===== src/hw/snd_pkg.sv =====
// shared types for the sound section
// cpu address map pages, adpcm register indexes
// oki adpcm step and index tables, mixer gain table
// fetch sequencer states

package snd_pkg;

    typedef logic [15:0]        cpu_addr_t;   // sound cpu address
    typedef logic [7:0]         cpu_data_t;   // sound cpu data byte
    typedef logic [15:0]        rom_addr_t;   // sample rom byte address
    typedef logic signed [11:0] adpcm_snd_t;  // decoded adpcm sample
    typedef logic signed [15:0] snd_t;        // audio sample
    typedef logic [7:0]         gain_t;       // 4.4 fixed point

    // pages are A[14:11], only with A[15] low
    localparam logic [3:0] PAGE_RAM    = 4'd0;
    localparam logic [3:0] PAGE_LATCH  = 4'd2;
    localparam logic [3:0] PAGE_STATUS = 4'd3;
    localparam logic [3:0] PAGE_FM     = 4'd5;
    localparam logic [3:0] PAGE_ADPCM  = 4'd7;

    // adpcm channel registers, A[2:1]
    localparam logic [1:0] REG_START = 2'd0;
    localparam logic [1:0] REG_END   = 2'd1;
    localparam logic [1:0] REG_PLAY  = 2'd2;
    localparam logic [1:0] REG_STOP  = 2'd3;

    // oki step sizes
    localparam logic [11:0] step_table [49] = '{
        12'd16,   12'd17,   12'd19,   12'd21,   12'd23,   12'd25,   12'd28,
        12'd31,   12'd34,   12'd37,   12'd41,   12'd45,   12'd50,   12'd55,
        12'd60,   12'd66,   12'd73,   12'd80,   12'd88,   12'd97,   12'd107,
        12'd118,  12'd130,  12'd143,  12'd157,  12'd173,  12'd190,  12'd209,
        12'd230,  12'd253,  12'd279,  12'd307,  12'd337,  12'd371,  12'd408,
        12'd449,  12'd494,  12'd544,  12'd598,  12'd658,  12'd724,  12'd796,
        12'd876,  12'd963,  12'd1060, 12'd1166, 12'd1282, 12'd1411, 12'd1552
    };

    // step index change, by nibble magnitude
    localparam logic signed [4:0] index_adjust [8] = '{
        -5'sd1, -5'sd1, -5'sd1, -5'sd1, 5'sd2, 5'sd4, 5'sd6, 5'sd8
    };

    // low, medium, high, unity
    localparam gain_t gain_table [4] = '{8'h18, 8'h3f, 8'h5f, 8'h10};

    typedef enum logic [1:0] {
        IDLE,    // no sample playing
        FETCH,   // rom byte request
        HI_NIB,  // upper nibble pending
        LO_NIB   // lower nibble pending
    } voice_state_e;

endpackage


===== src/hw/snd_bus.sv =====
// sound cpu bus glue
// page decode, adpcm register write strobes
// combinational read data mux, command interrupt flop

`timescale 1ns/100ps

module snd_bus (
    input  logic               clk,
    input  logic               rst_n,
    input  snd_pkg::cpu_addr_t addr,
    input  logic               rnw,
    input  snd_pkg::cpu_data_t cpu_dout,
    input  logic               bus_cen,     // access takes effect here
    input  logic               snd_irq,     // main board command strobe
    input  snd_pkg::cpu_data_t snd_latch,
    input  snd_pkg::cpu_data_t fm_dout,
    input  logic               busy0,
    input  logic               busy1,
    output snd_pkg::cpu_data_t cpu_din,
    output logic               irq_n,
    output logic               fm_cs,
    output logic               wr_en0,
    output logic               wr_en1,
    output logic [1:0]         reg_sel,
    output snd_pkg::cpu_data_t wr_data
);
    import snd_pkg::*;

    logic [3:0] page;
    logic       io_sel;      // A[15] low, rom space otherwise
    logic       latch_cs;
    logic       adpcm_cs;
    logic       adpcm_wr;
    logic       latch_rd;
    logic       irq_l;       // snd_irq last cycle

    assign page   = addr[14:11];
    assign io_sel = ~addr[15];

    assign latch_cs = io_sel && (page == PAGE_LATCH);
    assign fm_cs    = io_sel && (page == PAGE_FM);
    assign adpcm_cs = io_sel && (page == PAGE_ADPCM);

    // register writes, A[0] picks the channel
    assign adpcm_wr = adpcm_cs && bus_cen && !rnw;
    assign wr_en0   = adpcm_wr && !addr[0];
    assign wr_en1   = adpcm_wr &&  addr[0];
    assign reg_sel  = addr[2:1];
    assign wr_data  = cpu_dout;

    assign latch_rd = latch_cs && bus_cen && rnw;  // acknowledges irq

    always_comb begin
        cpu_din = 8'hff;  // unmapped
        if (io_sel) begin
            case (page)
                PAGE_RAM:    cpu_din = 8'hff;  // work ram not fitted here
                PAGE_LATCH:  cpu_din = snd_latch;
                PAGE_STATUS: cpu_din = {6'h3f, busy1, busy0};
                PAGE_FM:     cpu_din = fm_dout;
                default:     cpu_din = 8'hff;
            endcase
        end
    end

    // irq set on rising snd_irq, a new command beats the ack
    always_ff @(posedge clk) begin
        if (!rst_n) begin
            irq_l <= 1'b0;
            irq_n <= 1'b1;
        end else begin
            irq_l <= snd_irq;
            if (snd_irq && !irq_l) begin
                irq_n <= 1'b0;
            end else if (latch_rd) begin
                irq_n <= 1'b1;
            end
        end
    end

endmodule


===== src/hw/adpcm_regs.sv =====
// adpcm channel register file
// start and end page registers
// play and stop command pulses, busy flag

`timescale 1ns/100ps

module adpcm_regs (
    input  logic               clk,
    input  logic               rst_n,
    input  logic               wr_en,
    input  logic [1:0]         reg_sel,
    input  snd_pkg::cpu_data_t wr_data,
    input  logic               done,        // voice reached end page
    output snd_pkg::rom_addr_t start_addr,
    output snd_pkg::rom_addr_t end_addr,
    output logic               play,
    output logic               stop,
    output logic               busy
);
    import snd_pkg::*;

    cpu_data_t start_page;
    cpu_data_t end_page;
    logic      play_wr;
    logic      stop_wr;

    assign play_wr = wr_en && (reg_sel == REG_PLAY);
    assign stop_wr = wr_en && (reg_sel == REG_STOP);

    // pages are 256 bytes
    assign start_addr = {start_page, 8'h00};
    assign end_addr   = {end_page, 8'h00};  // exclusive

    always_ff @(posedge clk) begin
        if (wr_en && reg_sel == REG_START) start_page <= wr_data;
        if (wr_en && reg_sel == REG_END)   end_page   <= wr_data;
    end

    always_ff @(posedge clk) begin
        if (!rst_n) begin
            play <= 1'b0;
            stop <= 1'b0;
            busy <= 1'b0;
        end else begin
            play <= play_wr;  // one cycle pulses to the voice
            stop <= stop_wr;
            if (stop_wr) begin
                busy <= 1'b0;
            end else if (play_wr) begin
                busy <= 1'b1;
            end else if (done) begin
                busy <= 1'b0;
            end
        end
    end

endmodule


===== src/hw/adpcm_voice.sv =====
// adpcm voice channel
// sample rom fetch sequencer, one byte per two nibbles
// oki 4 bit adpcm decoder with predictor and step index

`timescale 1ns/100ps

module adpcm_voice (
    input  logic                clk,
    input  logic                rst_n,
    input  logic                oki_cen,     // nibble rate
    input  logic                play,
    input  logic                stop,
    input  snd_pkg::rom_addr_t  start_addr,
    input  snd_pkg::rom_addr_t  end_addr,
    output snd_pkg::rom_addr_t  rom_addr,
    output logic                rom_cs,
    input  snd_pkg::cpu_data_t  rom_data,
    input  logic                rom_ok,
    output logic                done,
    output snd_pkg::adpcm_snd_t snd
);
    import snd_pkg::*;

    voice_state_e      state;
    rom_addr_t         cur_addr;
    cpu_data_t         data_byte;   // byte being decoded
    adpcm_snd_t        pred;        // predictor, also the output
    logic [5:0]        idx;         // step index 0..48
    logic [3:0]        nib;
    logic [11:0]       step;
    logic [12:0]       diff;
    logic signed [13:0] pred_sum;
    adpcm_snd_t        pred_nx;
    logic signed [6:0] idx_sum;
    logic [5:0]        idx_nx;

    assign rom_addr = cur_addr;
    assign snd      = pred;

    assign nib  = (state == HI_NIB) ? data_byte[7:4] : data_byte[3:0];  // high first
    assign step = step_table[idx];

    always_comb begin
        diff = 13'(step >> 3);
        if (nib[2]) diff = diff + 13'(step);
        if (nib[1]) diff = diff + 13'(step >> 1);
        if (nib[0]) diff = diff + 13'(step >> 2);
        // bit 3 is the sign
        if (nib[3]) pred_sum = pred - $signed({1'b0, diff});
        else        pred_sum = pred + $signed({1'b0, diff});
        if (pred_sum > 14'sd2047)       pred_nx = 12'sh7ff;
        else if (pred_sum < -14'sd2048) pred_nx = 12'sh800;
        else                            pred_nx = pred_sum[11:0];
        idx_sum = $signed({1'b0, idx}) + index_adjust[nib[2:0]];
        if (idx_sum < 7'sd0)       idx_nx = 6'd0;
        else if (idx_sum > 7'sd48) idx_nx = 6'd48;
        else                       idx_nx = idx_sum[5:0];
    end

    always_ff @(posedge clk) begin
        if (state == FETCH && rom_cs && rom_ok) data_byte <= rom_data;
    end

    always_ff @(posedge clk) begin
        if (!rst_n) begin
            state    <= IDLE;
            cur_addr <= '0;
            rom_cs   <= 1'b0;
            pred     <= '0;
            idx      <= '0;
            done     <= 1'b0;
        end else begin
            done <= 1'b0;
            if (stop) begin
                state  <= IDLE;  // output silent at once
                rom_cs <= 1'b0;
                pred   <= '0;
            end else if (play) begin
                state    <= FETCH;
                cur_addr <= start_addr;
                rom_cs   <= 1'b0;
                pred     <= '0;
                idx      <= '0;
            end else begin
                case (state)
                    FETCH: begin
                        if (cur_addr == end_addr) begin
                            if (oki_cen) begin  // last nibble keeps its full slot
                                state <= IDLE;  // end page is exclusive
                                done  <= 1'b1;
                                pred  <= '0;
                            end
                        end else if (rom_cs && rom_ok) begin
                            rom_cs   <= 1'b0;  // byte in hand
                            cur_addr <= cur_addr + 16'd1;
                            state    <= HI_NIB;
                        end else begin
                            rom_cs <= 1'b1;  // wait on the rom
                        end
                    end
                    HI_NIB: if (oki_cen) begin
                        pred  <= pred_nx;
                        idx   <= idx_nx;
                        state <= LO_NIB;
                    end
                    LO_NIB: if (oki_cen) begin
                        pred  <= pred_nx;
                        idx   <= idx_nx;
                        state <= FETCH;  // late byte holds the sample
                    end
                    default: ;
                endcase
            end
        end
    end

endmodule


===== src/hw/snd_cen.sv =====
// clock enables for the sound section
// adpcm nibble strobe and mixer strobe
// free running dividers

`timescale 1ns/100ps

module snd_cen #(
    parameter int OKI_DIV = 64,  // clk cycles per nibble
    parameter int MIX_DIV = 16   // clk cycles per mixer sample
) (
    input  logic clk,
    input  logic rst_n,
    output logic oki_cen,
    output logic mix_cen
);

    localparam int DIVS [2] = '{OKI_DIV, MIX_DIV};

    logic [1:0] cen;

    assign oki_cen = cen[0];
    assign mix_cen = cen[1];

    for (genvar i = 0; i < 2; i++) begin : g_div
        logic [15:0] cnt;

        always_ff @(posedge clk) begin
            if (!rst_n) begin
                cnt    <= '0;
                cen[i] <= 1'b0;
            end else begin
                cen[i] <= (cnt == 16'(DIVS[i] - 1));  // first pulse DIV cycles in
                cnt    <= (cnt == 16'(DIVS[i] - 1)) ? '0 : cnt + 16'd1;
            end
        end
    end

endmodule


===== src/hw/snd_mixer.sv =====
// audio mixer
// adds fm and both adpcm voices, saturates
// applies 4.4 gain, saturates again, two stage pipeline

`timescale 1ns/100ps

module snd_mixer (
    input  logic                clk,
    input  logic                rst_n,
    input  logic                mix_cen,
    input  snd_pkg::snd_t       fm_snd,
    input  snd_pkg::adpcm_snd_t snd0,
    input  snd_pkg::adpcm_snd_t snd1,
    input  logic [1:0]          vol_gain,
    output snd_pkg::snd_t       sound,
    output logic                sample
);
    import snd_pkg::*;

    snd_t               ext0;
    snd_t               ext1;
    logic signed [17:0] sum;     // headroom for three terms
    snd_t               sum_r;
    gain_t              gain_r;
    logic               vld1;    // stage one holds a sample
    logic signed [24:0] prod;

    // clip to 16 bits
    function automatic snd_t sat16(input logic signed [24:0] val);
        if (val > 25'sd32767)       return 16'sh7fff;
        else if (val < -25'sd32768) return 16'sh8000;
        else                        return val[15:0];
    endfunction

    assign ext0 = {snd0[11], snd0, 3'b000};  // x8
    assign ext1 = {snd1[11], snd1, 3'b000};
    assign sum  = fm_snd + ext0 + ext1;
    assign prod = sum_r * $signed({1'b0, gain_r});  // gain is unsigned

    always_ff @(posedge clk) begin
        if (mix_cen) begin
            sum_r  <= sat16(25'(sum));
            gain_r <= gain_table[vol_gain];
        end
    end

    always_ff @(posedge clk) begin
        if (!rst_n) begin
            vld1   <= 1'b0;
            sample <= 1'b0;
            sound  <= '0;
        end else begin
            vld1   <= mix_cen;
            sample <= vld1;  // marks new sound
            if (vld1) sound <= sat16(prod >>> 4);
        end
    end

endmodule


===== src/hw/snd_board.sv =====
// sound board top level
// cpu bus glue, clock enables, two adpcm channels
// and the output mixer

`timescale 1ns/100ps

module snd_board #(
    parameter int OKI_DIV = 64,
    parameter int MIX_DIV = 16
) (
    // clock, cpu bus, command latch
    input  logic               clk,
    input  logic               rst_n,
    input  snd_pkg::cpu_addr_t addr,
    input  logic               rnw,
    input  snd_pkg::cpu_data_t cpu_dout,
    input  logic               bus_cen,
    output snd_pkg::cpu_data_t cpu_din,
    output logic               irq_n,
    input  logic               snd_irq,
    input  snd_pkg::cpu_data_t snd_latch,
    // fm chip and gain
    input  snd_pkg::snd_t      fm_snd,
    input  snd_pkg::cpu_data_t fm_dout,
    output logic               fm_cs,
    input  logic [1:0]         vol_gain,
    // sample roms
    output snd_pkg::rom_addr_t rom0_addr,
    output logic               rom0_cs,
    input  snd_pkg::cpu_data_t rom0_data,
    input  logic               rom0_ok,
    output snd_pkg::rom_addr_t rom1_addr,
    output logic               rom1_cs,
    input  snd_pkg::cpu_data_t rom1_data,
    input  logic               rom1_ok,
    // audio out
    output snd_pkg::snd_t      sound,
    output logic               sample
);
    import snd_pkg::*;

    logic       oki_cen, mix_cen;
    logic       wr_en0, wr_en1;
    logic [1:0] reg_sel;
    cpu_data_t  wr_data;
    rom_addr_t  start0, end0, start1, end1;
    logic       play0, stop0, busy0, done0;
    logic       play1, stop1, busy1, done1;
    adpcm_snd_t snd0, snd1;

    snd_bus u_bus (
        .clk, .rst_n, .addr, .rnw, .cpu_dout, .bus_cen, .snd_irq, .snd_latch,
        .fm_dout, .busy0, .busy1, .cpu_din, .irq_n, .fm_cs,
        .wr_en0, .wr_en1, .reg_sel, .wr_data
    );

    snd_cen #(.OKI_DIV(OKI_DIV), .MIX_DIV(MIX_DIV)) u_cen (
        .clk, .rst_n, .oki_cen, .mix_cen
    );

    adpcm_regs u_regs0 (
        .clk, .rst_n, .wr_en(wr_en0), .reg_sel, .wr_data, .done(done0),
        .start_addr(start0), .end_addr(end0), .play(play0), .stop(stop0), .busy(busy0)
    );

    adpcm_voice u_voice0 (
        .clk, .rst_n, .oki_cen, .play(play0), .stop(stop0),
        .start_addr(start0), .end_addr(end0),
        .rom_addr(rom0_addr), .rom_cs(rom0_cs), .rom_data(rom0_data), .rom_ok(rom0_ok),
        .done(done0), .snd(snd0)
    );

    adpcm_regs u_regs1 (
        .clk, .rst_n, .wr_en(wr_en1), .reg_sel, .wr_data, .done(done1),
        .start_addr(start1), .end_addr(end1), .play(play1), .stop(stop1), .busy(busy1)
    );

    adpcm_voice u_voice1 (
        .clk, .rst_n, .oki_cen, .play(play1), .stop(stop1),
        .start_addr(start1), .end_addr(end1),
        .rom_addr(rom1_addr), .rom_cs(rom1_cs), .rom_data(rom1_data), .rom_ok(rom1_ok),
        .done(done1), .snd(snd1)
    );

    snd_mixer u_mixer (
        .clk, .rst_n, .mix_cen, .fm_snd, .snd0, .snd1, .vol_gain, .sound, .sample
    );

endmodule


===== config.mk =====
export PLATFORM = sky130hd
export DESIGN_NAME = snd_board
export DESIGN_NICKNAME = d
export VERILOG_FILES = /design/src/hw/snd_pkg.sv /design/src/hw/snd_bus.sv /design/src/hw/adpcm_regs.sv /design/src/hw/adpcm_voice.sv /design/src/hw/snd_cen.sv /design/src/hw/snd_mixer.sv /design/src/hw/snd_board.sv
export SDC_FILE = /design/constraint.sdc
export NUM_CORES = 1
export LEC_CHECK = 0
export ABC_AREA = 1
export BUFFER_PORTS_ARGS = -buffer_cell sky130_fd_sc_hd__buf_2
export CAP_MARGIN = 40
export CORE_ASPECT_RATIO = 0.8
export CORE_MARGIN = 8
export CORE_UTILIZATION = 25
export CTS_CLUSTER_DIAMETER = 80
export DETAILED_ROUTE_END_ITERATION = 10
export PLACE_DENSITY = 0.44
export SYNTH_ARGS = -nofsm -noshare
export SYNTH_HDL_FRONTEND = slang
export SYNTH_SLANG_ARGS = --single-unit

===== constraint.sdc =====
create_clock -name clk -period 9.63 [get_ports clk]
set_clock_uncertainty 0.2 [all_clocks]
set_input_delay 1.926 -clock clk [delete_from_list [all_inputs] [get_ports clk]]
set_output_delay 1.926 -clock clk [all_outputs]
set_load 0.01 [all_outputs]

# Word level (Yosys, flattened, before mapping)
# Memories as Yosys holds them, arrays and structs flattened.
# Cells that the tools add are included.
classes:
  n_addsub: 18
  mux: 75
  mul: 1
  order_cmp: 17
  n_reduce_logical: 69
  n_eq_ne: 41
  n_bitwise: 13
ops:
  columns: ["op", "n"]
  rows:
  - ["2-to-1 mux 16 bit", 11]
  - ["2-to-1 mux 12 bit", 13]
  - ["2-to-1 mux 13 bit", 6]
  - ["adder 16 x 1 -> 16 bit (second input constant)", 4]
  - ["2-to-1 mux 6 bit", 10]
  - ["one-hot mux 12 bit (2 select lines)", 2]
  - ["== test 16 bit", 2]
  - ["adder 12 x 14 -> 14 bit", 2]
  - ["> comparator 14 x 12 -> 1 bit (second input constant)", 2]
  - ["< comparator 14 x 12 -> 1 bit (second input constant)", 2]
  - ["2-to-1 mux 14 bit", 2]
  - ["subtractor 12 x 14 -> 14 bit", 2]
  - ["adder 13 x 10 -> 13 bit", 2]
  - ["adder 13 x 11 -> 13 bit", 2]
  - ["adder 9 x 12 -> 13 bit", 2]
  - ["nonzero test 2 bit", 13]
  - ["multiplier 16 x 9 -> 25 bit", 1]
  - ["logical AND 1 bit", 24]
  - ["2-to-1 mux 8 bit", 3]
  - ["inequality test 3 bit (second input constant)", 8]
  - ["one-hot mux 8 bit (3 select lines)", 1]
  - ["> comparator 21 x 16 -> 1 bit (second input constant)", 1]
  - ["< comparator 21 x 16 -> 1 bit (second input constant)", 1]
  - ["2-to-1 mux 5 bit", 4]
  - ["39 further kinds", 114]
word_totals:
  out_inout_bits: 61
  mem_count: 4
  reg_bits: 208
  input_bits: 81
  word_cells: 275
  rom_bits: 1616
memory_table:
  columns: ["memory", "depth", "width", "read_ports", "rd_ports_with_merged_regs", "write_ports", "line", "text"]
  rows:
  - ["(name not given)", 64, 12, 1, 0, 0, "adpcm_voice.sv:41", "assign step = step_table[idx];"]
  - ["(name not given)", 64, 12, 1, 0, 0, "adpcm_voice.sv:41", null]
  - ["(name not given)", 8, 5, 1, 0, 0, "adpcm_voice.sv:54", "idx_sum = $signed({1'b0, idx}) + index_adjust[nib[2:0]];"]
  - ["(name not given)", 8, 5, 1, 0, 0, "adpcm_voice.sv:54", null]

# Longest topological paths before layout
logic_depth:
  word_depth: 17
  ltp_mapped: 56
  mapped_depth_nobuf: 55

# Hierarchy
# Synthesis repeated with hierarchy kept, for this count alone.
unflattened:
  cells_unflattened: 3208
  area_unflattened_um2: 22739.3
by_module_without_submodules:
  columns: ["mod", "instances", "area_per_inst_um2", "cells_per_inst", "seq_area_each_um2"]
  rows:
  - ["adpcm_voice at u_voice1", 1, 6408.6, 976, 1001.0]
  - ["snd_mixer", 1, 6342.3, 794, 960.9]
  - ["adpcm_voice at u_voice0", 1, 6334.8, 977, 1001.0]
  - ["snd_cen", 1, 1721.7, 261, 680.7]
  - ["adpcm_regs", 2, 719.4, 49, 540.5]
  - ["snd_bus", 1, 493.0, 102, 40.0]

# Worst setup path after synthesis
# No wires, ideal clock.
synth_path:
  path_type: "register to register"
  from: "register u_voice0.idx[1]"
  to: "register u_voice0.pred[4] (netlist: u_voice0.snd[4])"
  required_time_ns: 9.362
  t_arrival_ns: 7.044
  synth_period_minus_slack_ns: 7.313
  setup_time_ns: 0.068
  stages_incl_launch_ff: 50
  n_path_buf: 1
  slack_ns: 2.317
  cell_sequence: "dfxtp_1 > inv_1 > ha_1 > nand2_1 > o21ai_0 > nand3_1 > nand2_1 > nand2_1 > and2_1 > ha_1 > fa_1 > or2_2 > nand3_1 > nand2_1 > ha_1 > nand2_1 > inv_1 > nor2_1 > (+14 left out) > xor2_1 > ha_1 > a21oi_1 > o21ai_0 > o21bai_1 > nand2_1 > nand2_1 > nand2_1 > nand2_1 > nand2_1 > nand2_1 > a21oi_1 > xor2_1 > or2_2 > nand2_4 > buf_8 > nand3b_2 > a21oi_2"
synth_between:
  elab_chain_cells: 17
  word_cells_on_any_way: 19
  classes_between: "5 x add/sub; 2 x order compare; 10 x mux; 1 x bitwise; 1 x memory"
synth_rtl:
  columns: ["item", "line", "text"]
  rows:
  - ["from (decl)", "adpcm_voice.sv:28", "logic [5:0] idx;"]
  - ["from (signal assigned)", "adpcm_voice.sv:103", "idx <= idx_nx;"]
  - ["from (signal assigned)", "adpcm_voice.sv:108", "idx <= idx_nx;"]
  - ["inverter 6 -> 7 bit (implied by the code) *", "adpcm_voice.sv:41", null]
  - ["memory (64 x 12 bit) *", null, null]
  - ["2-to-1 mux 12 bit (implied by the code) * (2 in a row)", "adpcm_voice.sv:41", null]
  - ["adder 9 x 12 -> 13 bit", "adpcm_voice.sv:45", "if (nib[2]) diff = diff + 13'(step);"]
  - ["2-to-1 mux 13 bit", "adpcm_voice.sv:45", null]
  - ["adder 13 x 11 -> 13 bit", "adpcm_voice.sv:46", "if (nib[1]) diff = diff + 13'(step >> 1);"]
  - ["2-to-1 mux 13 bit", "adpcm_voice.sv:46", null]
  - ["adder 13 x 10 -> 13 bit", "adpcm_voice.sv:47", "if (nib[0]) diff = diff + 13'(step >> 2);"]
  - ["2-to-1 mux 13 bit *", "adpcm_voice.sv:47", null]
  - ["adder 12 x 14 -> 14 bit or subtractor 12 x 14 -> 14 bit (tied branches)", "adpcm_voice.sv:50, adpcm_voice.sv:49", null]
  - ["2-to-1 mux 14 bit *", "adpcm_voice.sv:49", "if (nib[3]) pred_sum = pred - $signed({1'b0, diff});"]
  - ["< comparator 14 x 12 -> 1 bit", "adpcm_voice.sv:52", "else if (pred_sum < -14'sd2048) pred_nx = 12'sh800;"]
  - ["2-to-1 mux 12 bit", "adpcm_voice.sv:52", null]
  - ["2-to-1 mux 12 bit *", "adpcm_voice.sv:51", "if (pred_sum > 14'sd2047) pred_nx = 12'sh7ff;"]
  - ["2-to-1 mux 12 bit *", "adpcm_voice.sv:101, adpcm_voice.sv:106", null]
  - ["one-hot mux 12 bit (2 select lines) *", "adpcm_voice.sv:85", "case (state)"]
  - ["to (signal assigned)", "adpcm_voice.sv:102", "pred <= pred_nx;"]
  - ["to (signal assigned)", "adpcm_voice.sv:107", "pred <= pred_nx;"]
  - ["to (decl)", "adpcm_voice.sv:27", "adpcm_snd_t pred;"]
# Every way passes the cells marked *; elsewhere a longest branch is shown, timed or not. The select of a mux whose other input is x is not followed.
# A chain may end at the register's enable or synchronous reset.

# Worst setup path after layout
layout_path:
  from: "register u_voice1.idx[1]"
  to: "register u_voice1.pred[1] (netlist: u_voice1.snd[1])"
layout_between:
  elab_chain_cells: 17
  word_cells_on_any_way: 19
  classes_between: "5 x add/sub; 2 x order compare; 10 x mux; 1 x bitwise; 1 x memory"
layout_rtl:
  columns: ["item", "line"]
  rows:
  - ["from (decl)", "adpcm_voice.sv:28"]
  - ["from (signal assigned)", "adpcm_voice.sv:103"]
  - ["from (signal assigned)", "adpcm_voice.sv:108"]
  - ["inverter 6 -> 7 bit (implied by the code) *", "adpcm_voice.sv:41"]
  - ["memory (64 x 12 bit) *", null]
  - ["2-to-1 mux 12 bit (implied by the code) * (2 in a row)", "adpcm_voice.sv:41"]
  - ["adder 9 x 12 -> 13 bit", "adpcm_voice.sv:45"]
  - ["2-to-1 mux 13 bit", "adpcm_voice.sv:45"]
  - ["adder 13 x 11 -> 13 bit", "adpcm_voice.sv:46"]
  - ["2-to-1 mux 13 bit", "adpcm_voice.sv:46"]
  - ["adder 13 x 10 -> 13 bit", "adpcm_voice.sv:47"]
  - ["2-to-1 mux 13 bit *", "adpcm_voice.sv:47"]
  - ["adder 12 x 14 -> 14 bit or subtractor 12 x 14 -> 14 bit (tied branches)", "adpcm_voice.sv:50, adpcm_voice.sv:49"]
  - ["2-to-1 mux 14 bit *", "adpcm_voice.sv:49"]
  - ["< comparator 14 x 12 -> 1 bit", "adpcm_voice.sv:52"]
  - ["2-to-1 mux 12 bit", "adpcm_voice.sv:52"]
  - ["2-to-1 mux 12 bit *", "adpcm_voice.sv:51"]
  - ["2-to-1 mux 12 bit *", "adpcm_voice.sv:101, adpcm_voice.sv:106"]
  - ["one-hot mux 12 bit (2 select lines) *", "adpcm_voice.sv:85"]
  - ["to (signal assigned)", "adpcm_voice.sv:102"]
  - ["to (signal assigned)", "adpcm_voice.sv:107"]
  - ["to (decl)", "adpcm_voice.sv:27"]
# Marked as above.

==> impl_metrics.csv <==
group,metric,value,unit
run_status,outcome,"finished, final reports clean",
place,dp_slack,1.036,ns
synth,ys_seq_area_share,23.06,%
synth,synth_top_area_cell,"dfxtp_1",
floorplanning,initial_core_util,25.17,%
synth,synth-edff-count,68,
grt,grt_pass1_wl,94.37,mm
critical_path,crit_path_end_kind,"register",
cts,clock_latency,0.60,ns
drt,first_pass_iters,5,
critical_path,critPathBufInv,4,
critical_path,crit_path_top_delay_cell,"dfxtp_1",
synth,yosysWarningCount,0,
final_layout,finalNonFillerCells,4132,
final_layout,fin_nets,3372,
drt,vias_per_cell,4.464,
synth,synth_nets,3254,
floorplanning,core_area,82090,um2
drt,drt_iter0_markers,1090,
synth,synth_ff_type,"dfxtp_1",
cts,clk_pin_slew,0.06,ns
power_and_ir_drop,irDropWorstVdd,0.1340,mV
final_layout,most-common-layout-cells,"722 x nand2_1, 404 x inv_1, 215 x nand3_1",
timing,finalCriticalPeriod,8.623,ns
floorplanning,io_pins,142,
cts,h-tree-depth,1,
grt,grt_usage,12.21,%
critical_path,path_class,"register to register",
floorplanning,fp.dieH,273.1,um
grt,grt_pass1_vias,17770,
drt,vias,18450,
critical_path,path_delay_family,"compound AO/OA/AOI/OAI gates",
synth,postSynthAreaPerCell,7.159,um2
cts,root_buffer,"clkbuf_16",
drt,antenna_left,0,
place,hpwlAfterDp,46.43,mm
power_and_ir_drop,powerDensity,139.5,nW/um2
grt,grt_max_degree,29,
power_and_ir_drop,power_leakage,11.29,nW
timing,timing.final.crit_share,89.54,%
timing,slew_headroom,38.97,%
final_layout,nFillCells,9202,
synth,synth.area.top_cells,"dfxtp_1 13%, nand2_1 13%, ha_1 11%",
cts,hold_buffers,0,
final_layout,syn2layout_area_growth,13.47,%
drt,post_drt_wl_per_cell,13.80,um
cts,clock-sinks,204,
timing,fmax,0.1160,GHz
cts,clockBufferDepth,3,
critical_path,path_max_fanout,11,
grt,antenna_found_initial,10,
synth,ys_ff_latch,204,
critical_path,crit_path_frequent_cell,"nand2_1",
timing,setup_ws,1.007,ns
grt,grt.overflow.total,0,
synth,synth_top_cell_area_share,13.18,%
timing,setup_viol_count_final,0,
place,io_buffers,133,
place,placed_cells_incl_taps,4079,
timing,worstMarginPinSlew,0.9155,ns
cts,cts_setup_buffers,0,
timing,hold_slack,0.2485,ns
timing,tns,0,ns
drt,routed_wl,57.01,mm
job,drv_cap,0,
drt,drc_errors,0,
place,gp_congestion,0.8173,
critical_path,crit_required,9.85,ns
critical_path,start_kind,"register",
worst_hold_path,hold_class,"register to register",
synth,synth.distinct_cells,66,
timing,hold_violations,0,
cts,cts_buffers,27,
synth,async_flop_share,0,%
critical_path,worst_ep_arrival_time,8.84,ns
critical_path,critPathMaxStageDelay,0.62,ns
cts,cts_resized,0,
final_layout,drive_above_1_share,11.44,%
synth,syn_area,20660,um2
synth,syn_inst,2886,
final_layout,final_common_cell,"nand2_1",
floorplanning,rows,94,
floorplanning,die_area,92150,um2
cts,cts_tree,"done",
final_layout,multi_input_area,13920,um2
floorplanning,die_w,337.4,um
final_layout,regArea,4765,um2
timing,rsz0062_at_grt,"false",
timing,drv_slew,0,
[final cells by class]
| cell class | instances | area share, % |
|---|---|---|
| multi-input cells | 2189 | 59.40 |
| flip-flops and latches | 204 | 20.32 |
| inverters | 426 | 6.831 |
| well taps | 1104 | 5.892 |
| repair buffers | 156 | 3.640 |
| clock buffers | 33 | 3.149 |
| clock inverters | 16 | 0.7258 |
| diodes | 4 | 0.04270 |
[worst paths after layout]
check | from | end | slack, ns | cells after the start
max | u_voice1.idx[1] | u_voice1.snd[1] | 1.01 | 46
min | u_cen.g_div[0].cnt[0] | u_cen.g_div[0].cnt[0] | 0.25 | 1
max reg2reg | u_voice1.idx[1] | u_voice1.snd[1] | 1.01 | 46
min reg2reg | u_cen.g_div[0].cnt[0] | u_cen.g_div[0].cnt[0] | 0.25 | 1
[stage by stage]
step                instance area (um2)  utilization [%]  total power [mW]
CTS                               23430            28.55             3.326
finish                            23440            28.56             3.270
floorplan                         20660                -             1.995
global placement                  22440            27.33             2.249
global route                      23430            28.55             3.535
detailed placement                22530            27.44             2.260
[worst reg2reg max path, delay by kind of cell, from the launching register on]
family	cells	cell delay [ns]
adders and majority gates	5	1.67
DFF	1	0.62
buffers and inverters	4	0.60
AOI/OAI and AO/OA	14	2.67
and+or+nand+nor	21	2.42
xor gates and xnor gates	2	0.27
[metal layers]
metal / track usage (%) / vias to the layer above / share of wire, %
met1: 18.54 / 8325 / 53
met4: 1.751 / 2 / 1.6
li1: - / 9712 / -
met3: 2.421 / 61 / 5.7
met5: 0 / - / 0.023
met2: 17.97 / 345 / 40
[Yosys cell counts (all sizes together) (3+ instances only)]
cell	number
o211ai	15
a211oi	9
nor3	51
nand3	229
and2	10
nor4	19
edfxtp	68
buf	30
fa	100
o21bai	13
a311oi	4
a21oi	215
a221oi	4
clkbuf	35
nand3b	14
xor2	90
nand4	42
o31ai	8
o22ai	3
a21o	9
or2	42
nor3b	11
a31o	3
dfxtp	136
o21ai	110
o21a	5
nand2	751
a31oi	14
ha	187
o221ai	4
nor2	187
xnor2	23
inv	424
[registers in the layout, indices dropped and copies added, names as in the netlist, 8 cells and up]
signal	count
u_regs0.start_page	8
u_regs0.end_page	8
u_regs1.start_page	8
u_voice1.rom_addr	16
u_mixer.sound	16
u_cen.g_div.cnt	32
u_voice0.rom_addr	16
u_voice0.snd	12
u_voice0.data_byte	8
u_regs1.end_page	8
u_voice1.snd	12
u_mixer.sum_r	16
u_voice1.data_byte	8
[report_power, final]
| part | total, mW | internal [mW] | switching [mW] | leakage [nW] |
|---|---|---|---|---|
| registers | 0.966 | 0.932 | 0.0337 | 1.71 |
| logic | 1.27 | 0.473 | 0.793 | 9.13 |
| clock network | 1.04 | 0.605 | 0.434 | 0.447 |
| total | 3.27 | 2.01 | 1.26 | 11.3 |
[kinds of logic (layout without fill, tap and decap cells)]
kind of cell	after synthesis	after routing	share of synthesized area (%)
flip-flops	204	204	23.06
other	0	4	0
AND/OR/NAND/NOR	1362	1362	29.44
adder cells (fa/ha/maj)	287	287	21.02
AO/OA/AOI/OAI	427	427	12.15
XOR/XNOR	113	113	4.790
buffers and inverters	493	631	9.539
No activity file was read; power rests on OpenSTA's default activity.
